**src/common/cp0_pkg.sv**
```systemverilog
package cp0_pkg;

    typedef logic [31:0] cp0_word_t;
    // Register number in 7:3, select in 2:0.
    typedef logic [7:0]  cp0_addr_t;
    typedef logic [4:0]  exc_code_t;

    localparam int TLB_ENTRIES = 16;
    localparam int TLB_IDX_W   = 4;

    // Lo bodies hold EntryLo bits 25:1 (PFN, C, D, V).
    typedef struct packed {
        logic [18:0] vpn2;
        logic [7:0]  asid;
        logic        g;
        logic [24:0] lo0;
        logic [24:0] lo1;
    } tlb_entry_t;

    localparam cp0_addr_t CP0_INDEX    = {5'd0, 3'd0};
    localparam cp0_addr_t CP0_ENTRYLO0 = {5'd2, 3'd0};
    localparam cp0_addr_t CP0_ENTRYLO1 = {5'd3, 3'd0};
    localparam cp0_addr_t CP0_BADVADDR = {5'd8, 3'd0};
    localparam cp0_addr_t CP0_COUNT    = {5'd9, 3'd0};
    localparam cp0_addr_t CP0_ENTRYHI  = {5'd10, 3'd0};
    localparam cp0_addr_t CP0_COMPARE  = {5'd11, 3'd0};
    localparam cp0_addr_t CP0_STATUS   = {5'd12, 3'd0};
    localparam cp0_addr_t CP0_CAUSE    = {5'd13, 3'd0};
    localparam cp0_addr_t CP0_EPC      = {5'd14, 3'd0};

    localparam int STATUS_IE  = 0;
    localparam int STATUS_EXL = 1;
    localparam int STATUS_BEV = 22;
    localparam int CAUSE_BD   = 31;
    localparam int CAUSE_TI   = 30;

    localparam cp0_word_t STATUS_RESET = 32'h1 << STATUS_BEV;

    // Bits that mtc0 may change.
    localparam cp0_word_t INDEX_WMASK   = 32'h0000_000f;
    localparam cp0_word_t ENTRYLO_WMASK = 32'h03ff_ffff;
    localparam cp0_word_t ENTRYHI_WMASK = 32'hffff_e0ff;
    localparam cp0_word_t STATUS_WMASK  = 32'h0000_ff03;
    localparam cp0_word_t CAUSE_WMASK   = 32'h0000_0300;
    localparam cp0_word_t FULL_WMASK    = 32'hffff_ffff;

endpackage

```
**src/common/cp0_timer_if.sv**
```systemverilog
`timescale 1ns/1ps

interface cp0_timer_if;
    import cp0_pkg::*;

    logic       count_wr;
    logic       compare_wr;
    cp0_word_t  wdata;
    cp0_word_t  count;
    cp0_word_t  compare;
    logic       timer_int;

    modport master (
        output count_wr, compare_wr, wdata,
        input  count, compare, timer_int
    );

    modport slave (
        input  count_wr, compare_wr, wdata,
        output count, compare, timer_int
    );

endinterface

```
**src/common/cp0_tlb_if.sv**
```systemverilog
`timescale 1ns/1ps

interface cp0_tlb_if;
    import cp0_pkg::*;

    cp0_word_t              entryhi;
    cp0_word_t              entrylo0;
    cp0_word_t              entrylo1;
    cp0_word_t              index;

    logic                   probe_hit;
    logic [TLB_IDX_W-1:0]   probe_idx;
    // Entry selected by index.
    tlb_entry_t             rd_entry;

    modport master (
        output entryhi, entrylo0, entrylo1, index,
        input  probe_hit, probe_idx, rd_entry
    );

    modport slave (
        input  entryhi, entrylo0, entrylo1, index,
        output probe_hit, probe_idx, rd_entry
    );

endinterface

```
**src/cp0/cp0_regs.sv**
```systemverilog
`timescale 1ns/1ps

module cp0_regs (
    input  logic                clk,
    input  logic                rst,
    input  logic                rd_en,
    input  cp0_pkg::cp0_addr_t  rd_addr,
    output cp0_pkg::cp0_word_t  rd_data,
    input  logic                wr_en,
    input  cp0_pkg::cp0_addr_t  wr_addr,
    input  cp0_pkg::cp0_word_t  wr_data,
    input  logic [5:0]          hw_int,
    input  logic                exc_valid,
    input  cp0_pkg::exc_code_t  exc_code,
    input  logic                exc_bd,
    input  cp0_pkg::cp0_word_t  exc_epc,
    input  logic                exc_badvaddr_valid,
    input  cp0_pkg::cp0_word_t  exc_badvaddr,
    input  logic                eret,
    input  logic                tlbp,
    input  logic                tlbr,
    output cp0_pkg::cp0_word_t  epc,
    output logic                int_req,
    cp0_tlb_if.master           tlb,
    cp0_timer_if.master         tmr
);
    import cp0_pkg::*;

    cp0_word_t  index_q;
    cp0_word_t  status_q;
    logic       cause_bd_q;
    exc_code_t  cause_exc_q;
    logic [1:0] ip_sw_q;
    logic [5:0] hw_q;
    cp0_word_t  entryhi_q;
    cp0_word_t  entrylo0_q;
    cp0_word_t  entrylo1_q;
    cp0_word_t  badvaddr_q;
    cp0_word_t  epc_q;
    cp0_word_t  cause_val;
    cp0_word_t  cur_val;
    cp0_word_t  cur_mask;
    logic       bypass;

    // IP7 shares the timer interrupt with hw_int[5].
    always_comb begin
        cause_val = '0;
        cause_val[CAUSE_BD] = cause_bd_q;
        cause_val[CAUSE_TI] = tmr.timer_int;
        cause_val[15:8] = {hw_q[5] | tmr.timer_int, hw_q[4:0], ip_sw_q};
        cause_val[6:2] = cause_exc_q;
    end

    always_comb begin
        cur_val  = '0;
        cur_mask = '0;
        case (rd_addr)
            CP0_INDEX: begin
                cur_val  = index_q;
                cur_mask = INDEX_WMASK;
            end
            CP0_ENTRYLO0: begin
                cur_val  = entrylo0_q;
                cur_mask = ENTRYLO_WMASK;
            end
            CP0_ENTRYLO1: begin
                cur_val  = entrylo1_q;
                cur_mask = ENTRYLO_WMASK;
            end
            CP0_BADVADDR: cur_val = badvaddr_q;
            CP0_COUNT: begin
                cur_val  = tmr.count;
                cur_mask = FULL_WMASK;
            end
            CP0_ENTRYHI: begin
                cur_val  = entryhi_q;
                cur_mask = ENTRYHI_WMASK;
            end
            CP0_COMPARE: begin
                cur_val  = tmr.compare;
                cur_mask = FULL_WMASK;
            end
            CP0_STATUS: begin
                cur_val  = status_q;
                cur_mask = STATUS_WMASK;
            end
            CP0_CAUSE: begin
                cur_val  = cause_val;
                cur_mask = CAUSE_WMASK;
            end
            CP0_EPC: begin
                cur_val  = epc_q;
                cur_mask = FULL_WMASK;
            end
            default: ;
        endcase
    end

    // Same-cycle write shows the value the register would hold.
    assign bypass  = wr_en && (wr_addr == rd_addr);
    assign rd_data = !rd_en ? '0 :
                     bypass ? ((cur_val & ~cur_mask) | (wr_data & cur_mask)) : cur_val;

    assign tmr.count_wr   = wr_en && (wr_addr == CP0_COUNT);
    assign tmr.compare_wr = wr_en && (wr_addr == CP0_COMPARE);
    assign tmr.wdata      = wr_data;

    assign tlb.entryhi  = entryhi_q;
    assign tlb.entrylo0 = entrylo0_q;
    assign tlb.entrylo1 = entrylo1_q;
    assign tlb.index    = index_q;

    // Later assignments win.
    always_ff @(posedge clk) begin
        if (rst) begin
            index_q     <= '0;
            status_q    <= STATUS_RESET;
            cause_bd_q  <= 1'b0;
            cause_exc_q <= '0;
            ip_sw_q     <= '0;
            hw_q        <= '0;
        end else begin
            hw_q <= hw_int;
            if (wr_en) begin
                case (wr_addr)
                    CP0_INDEX:  index_q <= wr_data & INDEX_WMASK;
                    CP0_STATUS: status_q <= (status_q & ~STATUS_WMASK) | (wr_data & STATUS_WMASK);
                    CP0_CAUSE:  ip_sw_q <= wr_data[9:8];
                    default: ;
                endcase
            end
            if (tlbp) begin
                index_q <= {~tlb.probe_hit, {(31 - TLB_IDX_W){1'b0}}, tlb.probe_idx};
            end
            if (eret) begin
                status_q[STATUS_EXL] <= 1'b0;
            end
            if (exc_valid) begin
                status_q[STATUS_EXL] <= 1'b1;
                cause_exc_q          <= exc_code;
                cause_bd_q           <= exc_bd;
            end
        end
    end

    always_ff @(posedge clk) begin
        if (wr_en) begin
            case (wr_addr)
                CP0_ENTRYLO0: entrylo0_q <= wr_data & ENTRYLO_WMASK;
                CP0_ENTRYLO1: entrylo1_q <= wr_data & ENTRYLO_WMASK;
                CP0_ENTRYHI:  entryhi_q <= wr_data & ENTRYHI_WMASK;
                CP0_EPC:      epc_q <= wr_data;
                default: ;
            endcase
        end
        if (tlbr) begin
            entryhi_q  <= {tlb.rd_entry.vpn2, 5'd0, tlb.rd_entry.asid};
            entrylo0_q <= {6'd0, tlb.rd_entry.lo0, tlb.rd_entry.g};
            entrylo1_q <= {6'd0, tlb.rd_entry.lo1, tlb.rd_entry.g};
        end
        if (exc_valid) begin
            epc_q <= exc_epc;
            if (exc_badvaddr_valid) begin
                badvaddr_q <= exc_badvaddr;
            end
        end
    end

    assign epc     = epc_q;
    assign int_req = |(cause_val[15:8] & status_q[15:8]) &&
                     status_q[STATUS_IE] && !status_q[STATUS_EXL];

endmodule

```
**src/cp0/cp0_timer.sv**
```systemverilog
`timescale 1ns/1ps

module cp0_timer (
    input  logic        clk,
    input  logic        rst,
    cp0_timer_if.slave  tmr
);
    import cp0_pkg::*;

    // Count is the upper 32 bits, so it moves every other clock.
    logic [32:0]    count_q;
    cp0_word_t      compare_q;
    logic           ti_q;

    always_ff @(posedge clk) begin
        if (rst) begin
            count_q   <= '0;
            compare_q <= '0;
            ti_q      <= 1'b0;
        end else begin
            if (tmr.count_wr) begin
                count_q <= {tmr.wdata, 1'b0};
            end else begin
                count_q <= count_q + 33'd1;
            end

            // Writing Compare acknowledges the interrupt.
            if (tmr.compare_wr) begin
                compare_q <= tmr.wdata;
                ti_q      <= 1'b0;
            end else if (compare_q != '0 && tmr.count == compare_q) begin
                ti_q <= 1'b1;
            end
        end
    end

    assign tmr.count     = count_q[32:1];
    assign tmr.compare   = compare_q;
    assign tmr.timer_int = ti_q;

endmodule

```
**src/design/cp0_top.sv**
```systemverilog
`timescale 1ns/1ps

module cp0_top (
    input  logic                clk,
    input  logic                rst,
    input  logic                rd_en,
    input  cp0_pkg::cp0_addr_t  rd_addr,
    output cp0_pkg::cp0_word_t  rd_data,
    input  logic                wr_en,
    input  cp0_pkg::cp0_addr_t  wr_addr,
    input  cp0_pkg::cp0_word_t  wr_data,
    input  logic [5:0]          hw_int,
    input  logic                exc_valid,
    input  cp0_pkg::exc_code_t  exc_code,
    input  logic                exc_bd,
    input  cp0_pkg::cp0_word_t  exc_epc,
    input  logic                exc_badvaddr_valid,
    input  cp0_pkg::cp0_word_t  exc_badvaddr,
    input  logic                eret,
    input  logic                tlbp,
    input  logic                tlbr,
    input  logic                tlbwi,
    output cp0_pkg::cp0_word_t  epc,
    output logic                int_req
);

    cp0_tlb_if   tlb_bus ();
    cp0_timer_if tmr_bus ();

    cp0_regs u_regs (
        .clk                (clk),
        .rst                (rst),
        .rd_en              (rd_en),
        .rd_addr            (rd_addr),
        .rd_data            (rd_data),
        .wr_en              (wr_en),
        .wr_addr            (wr_addr),
        .wr_data            (wr_data),
        .hw_int             (hw_int),
        .exc_valid          (exc_valid),
        .exc_code           (exc_code),
        .exc_bd             (exc_bd),
        .exc_epc            (exc_epc),
        .exc_badvaddr_valid (exc_badvaddr_valid),
        .exc_badvaddr       (exc_badvaddr),
        .eret               (eret),
        .tlbp               (tlbp),
        .tlbr               (tlbr),
        .epc                (epc),
        .int_req            (int_req),
        .tlb                (tlb_bus.master),
        .tmr                (tmr_bus.master)
    );

    cp0_timer u_timer (
        .clk    (clk),
        .rst    (rst),
        .tmr    (tmr_bus.slave)
    );

    tlb_array u_tlb (
        .clk    (clk),
        .tlbwi  (tlbwi),
        .tlb    (tlb_bus.slave)
    );

endmodule

```
**src/tlb/tlb_array.sv**
```systemverilog
`timescale 1ns/1ps

module tlb_array (
    input  logic        clk,
    input  logic        tlbwi,
    cp0_tlb_if.slave    tlb
);
    import cp0_pkg::*;

    tlb_entry_t             mem [TLB_ENTRIES];
    tlb_entry_t             wr_entry;
    logic [TLB_IDX_W-1:0]   sel;
    logic [TLB_ENTRIES-1:0] match;
    logic                   hit;
    logic [TLB_IDX_W-1:0]   hit_idx;

    assign sel = tlb.index[TLB_IDX_W-1:0];

    // Entry is global only when both halves say so.
    always_comb begin
        wr_entry.vpn2 = tlb.entryhi[31:13];
        wr_entry.asid = tlb.entryhi[7:0];
        wr_entry.g    = tlb.entrylo0[0] & tlb.entrylo1[0];
        wr_entry.lo0  = tlb.entrylo0[25:1];
        wr_entry.lo1  = tlb.entrylo1[25:1];
    end

    always_ff @(posedge clk) begin
        if (tlbwi) begin
            mem[sel] <= wr_entry;
        end
    end

    assign tlb.rd_entry = mem[sel];

    always_comb begin
        for (int i = 0; i < TLB_ENTRIES; i++) begin
            match[i] = (mem[i].vpn2 == tlb.entryhi[31:13]) &&
                       (mem[i].g || mem[i].asid == tlb.entryhi[7:0]);
        end
    end

    // Scan downward so the lowest matching index is kept.
    always_comb begin
        hit     = 1'b0;
        hit_idx = '0;
        for (int i = TLB_ENTRIES - 1; i >= 0; i--) begin
            if (match[i]) begin
                hit     = 1'b1;
                hit_idx = TLB_IDX_W'(i);
            end
        end
    end

    assign tlb.probe_hit = hit;
    assign tlb.probe_idx = hit_idx;

endmodule
```
**config.mk**
```make
export PLATFORM = sky130hd
export DESIGN_NAME = cp0_top
export DESIGN_NICKNAME = d
export VERILOG_FILES = /design/src/common/cp0_pkg.sv /design/src/common/cp0_timer_if.sv /design/src/common/cp0_tlb_if.sv /design/src/cp0/cp0_regs.sv /design/src/cp0/cp0_timer.sv /design/src/design/cp0_top.sv /design/src/tlb/tlb_array.sv
export SDC_FILE = /design/constraint.sdc
export NUM_CORES = 2
export LEC_CHECK = 0
export BUFFER_PORTS_ARGS = -buffer_cell sky130_fd_sc_hd__buf_2
export CAP_MARGIN = 20
export CORE_MARGIN = 8
export CORE_UTILIZATION = 56
export DETAILED_ROUTE_END_ITERATION = 8
export GPL_TIMING_DRIVEN = 1
export PLACE_DENSITY = 0.76
export SLEW_MARGIN = 20
export SYNTH_ARGS = -nofsm -noshare
export SYNTH_HDL_FRONTEND = slang
export SYNTH_SLANG_ARGS = --single-unit
```
**constraint.sdc**
```tcl
create_clock -name clk -period 7.8 [get_ports clk]
set_clock_uncertainty 0.2 [all_clocks]
set_input_delay 0.78 -clock clk [delete_from_list [all_inputs] [get_ports clk]]
set_output_delay 0.78 -clock clk [all_outputs]
set_load 0.01 [all_outputs]
```
==> impl_metrics.env <==
export IMPL_powerDensity_nw_per_um2=242
export IMPL_hold_viol=0
export IMPL_grt_pass1_vias=36400
export IMPL_die_w_um=355
export IMPL_status="complete, no violations"
export IMPL_switchingPower_mw=3.98
export IMPL_internal_power_mw=13.4
export IMPL_portBuffers=198
export IMPL_post_synth_instance_area_sq_um=64200
export IMPL_synth_distinct_cells=68
export IMPL_yosys_area_top_type_share_pct=65.0
export IMPL_grt_met2_usage_pct=43.4
export IMPL_p_seq_share_pct=53.3
export IMPL_synth_top_cell_by_area="edfxtp_1"
export IMPL_cts_made_buffers=147
export IMPL_fin_crit_ns=5.21
export IMPL_vias=37100
export IMPL_hold_depth=1
export IMPL_rsz0062_at_grt="false"
export IMPL_grtUsageTotal_pct=28.7
export IMPL_drtIter0Drc=6452
export IMPL_ir_drop_v=0.000200
export IMPL_report_final_setup_viol=0
export IMPL_grt_overflow=0
export IMPL_max_slew_margin_rel_pct=19.8
export IMPL_area_growth_pct=11.4
export IMPL_synth_top_flop_cell="edfxtp_1"
export IMPL_cts_htree_levels=4
export IMPL_gp_congestion=0.928
export IMPL_crit_required_ns=6.82
export IMPL_drt_drc_violations_left=0
export IMPL_ys_warnings_count=0
export IMPL_swShare_pct=22.9
export IMPL_synth_most_common_cell="edfxtp_1"
export IMPL_clk_pin_slew_ns=0.06
export IMPL_power_leakage_nw=23.5
export IMPL_ant_nets=0
export IMPL_design_core_area_sq_um=114000
export IMPL_vias_per_cell=6.77
export IMPL_grt_busiest_layer="met2"
export IMPL_fmax_mhz=192
export IMPL_comb_power_share_pct=7.6
export IMPL_worst_slew_pin_slew_ns=1.19
export IMPL_clock_sinks=1490
export IMPL_clockRootBuffer="clkbuf_16"
export IMPL_synth_commonest_cells="1391 x edfxtp_1, 441 x xor2_1, 390 x mux4_2"
export IMPL_synth_top_cells_by_area="edfxtp_1 65%, mux4_2 14%, xor2_1 6.0%, dfxtp_1 3.1%, nand2_1 1.6%"
export IMPL_async_flop_share_pct=0
export IMPL_cap_viol_max_count=0
export IMPL_grt_pass1_wl_um=262000
export IMPL_drive_gt1_share_pct=24.7
export IMPL_dp_final_hpwl_um=113000
export IMPL_wl_per_cell_um=33.6
export IMPL_grt_use_met3_pct=8.44
export IMPL_dieArea_sq_um=126000
export IMPL_reg2reg_from="u_regs.tlb.entryhi[26]$_DFFE_PP_"
export IMPL_clockBufferDepth=3
export IMPL_hold_class="in -> reg"
export IMPL_fin_crit_sh_pct=66.8
export IMPL_netlist_instances=3608
export IMPL_start_util_pct=56.3
export IMPL_syn_nets=3743
export IMPL_r2r_cells=9
export IMPL_clkLatencyLatePin_ns=0.76
export IMPL_crit_type="in -> out"
export IMPL_whs_ns=0.0316
export IMPL_worstPathArrival_ns=4.23
export IMPL_critPathLaunchType="input pin"
export IMPL_drt_wl_total_um=184000
export IMPL_synth_seq_cells=1490
export IMPL_clkPwrFrac_pct=39.1
export IMPL_use_met1_pct=40.1
export IMPL_grt_max_degree=165
export IMPL_drv_slew=0
export IMPL_crit_path_max_fanout=34
export IMPL_synth_edff_count=1391
export IMPL_reg2reg_setup_slack_ns=3.90
export IMPL_io_pins=199
export IMPL_critPathCaptureType="primary output"
export IMPL_first_pass_iters=8
export IMPL_fin_total_pwr_mw=17.3
export IMPL_die_h_um=355
export IMPL_num_rows=124
export IMPL_whs_endpoint="u_regs.badvaddr_q[31]$_DFFE_PP_"
export IMPL_grt_antenna_before_repair=6
export IMPL_tns_ns=0
export IMPL_min_from="exc_badvaddr[31]"
export IMPL_syn_avg_cell_area_sq_um=17.8
export IMPL_cts_tree="built"
export IMPL_final_nets=3989
export IMPL_synth_seq_area_share_pct=68.1
export IMPL_cts_setup_buffers=0
export IMPL_fin_util_pct=62.8
cells in the final DEF, fill, tap and decap left out, drive strengths merged, types with 6 or more instances in the layout:
cell         Yosys  routed
nor3            26      26
mux4           390     390
dlygate4sd3      0      26
nor2           117     117
a221oi          26      26
o21ai           25      25
edfxtp        1391    1391
nand4           36      36
a21oi           62      62
xnor2           61      61
clkinv           0      60
o211a            7       7
a211oi          46      46
xor2           441     441
nor4           118     118
a22oi            6       6
dfxtp           99      99
buf            116     292
mux2            50      50
inv              7      11
bufinv           0       6
clkbuf         105     198
and3             8       8
a222oi          37      37
nand2b          34      34
mux2i           32      32
nor2b           11      11
or3              6       6
nand2          267     267
nand3           32      32
registers in the layout, indices dropped and copies added, names as in the netlist, named ones only:
register,count
u_tlb.mem,1248
u_timer.count_q,33
u_regs.badvaddr_q,32
u_regs.epc,32
u_timer.tmr.compare,32
u_regs.tlb.entryhi,27
u_regs.tlb.entrylo0,26
u_regs.tlb.entrylo1,26
u_regs.status_q,10
u_regs.hw_q,6
u_regs.cause_exc_q,5
u_regs.tlb.index,5
u_regs.ip_sw_q,2
u_regs.cause_bd_q,1
u_timer.tmr.timer_int,1
through the flow:
step	cell area, sq um	setup slack, ns	std cells
after detailed placement	66800	2.79	5191
after global routing	71600	2.46	5486
final	71600	2.59	5488
after global placement	66800	2.92	5191
after floorplan	64200	0.434	3608
after CTS	71600	2.80	5485
how the worst max path moves through the flow:
stage / cells past startpoint / endpoint / startpoint / slack (ns)
CTS: 10 / rd_data[22] / rd_addr[7] / 2.80
floorplan: 2 / u_tlb.mem[0][0]$_DFFE_PP_ / tlbwi / 0.43
global placement: 10 / rd_data[22] / rd_addr[7] / 2.92
finish: 10 / rd_data[22] / rd_addr[7] / 2.59
global route: 10 / rd_data[24] / rd_addr[7] / 2.46
detailed placement: 10 / rd_data[22] / rd_addr[7] / 2.79
timing repair:
item,in CTS,in global routing
hold endpoints to repair,26,0
hold buffers,26,0
setup endpoints to repair,0,0
resized for setup,0,0
power groups by stage:
| stage | Combinational (mW) | Clock (mW) | Sequential [mW] |
|---|---|---|---|
| finish | 1.31 | 6.79 | 9.24 |
| CTS | 1.30 | 6.82 | 9.23 |
| global route | 1.37 | 7.11 | 9.25 |
| global placement | 1.27 | 0 | 9.39 |
| floorplan | 0.851 | 0 | 9.33 |
| detailed placement | 1.28 | 0 | 9.40 |
metal layers:
layer,up-vias,share of wire [%]
li1,14900,-
met3,387,14
met4,0,3.5
met5,-,0
met2,2857,46
met1,19000,37
cells by family (layout without fill, tap and decap cells):
group	count (synthesis)	after routing	share of synthesized area (%)
AO/OA/AOI/OAI	238	238	2.83
XOR/XNOR	502	502	6.84
adder cells (fa/ha/maj)	1	1	0.0195
buffers and inverters	228	593	1.99
flip-flops	1490	1490	68.1
multiplexers	472	472	15.0
other	0	3	0
AND/OR/NAND/NOR	677	677	5.16
worst max-delay path, stage by stage:
cell	delay [ns]
buf_2	0.12
nand2b_1	0.30
nor2_1	0.11
and3_2	0.54
o31ai_4	1.04
a21boi_4	0.30
buf_4	0.48
nor2_1	0.13
a211oi_2	0.22
buf_2	0.17
layout make-up:
type	instances	area, sq um
clock buffers	198	4040
multi-input cells	1890	19400
well taps	1512	1890
fillers	7830	42500
clock inverters	70	469
diodes	3	7.51
inverters	7	26.3
flip-flops and latches	1490	43800
repair buffers	318	2020
Power figures use the tool's default switching activity.
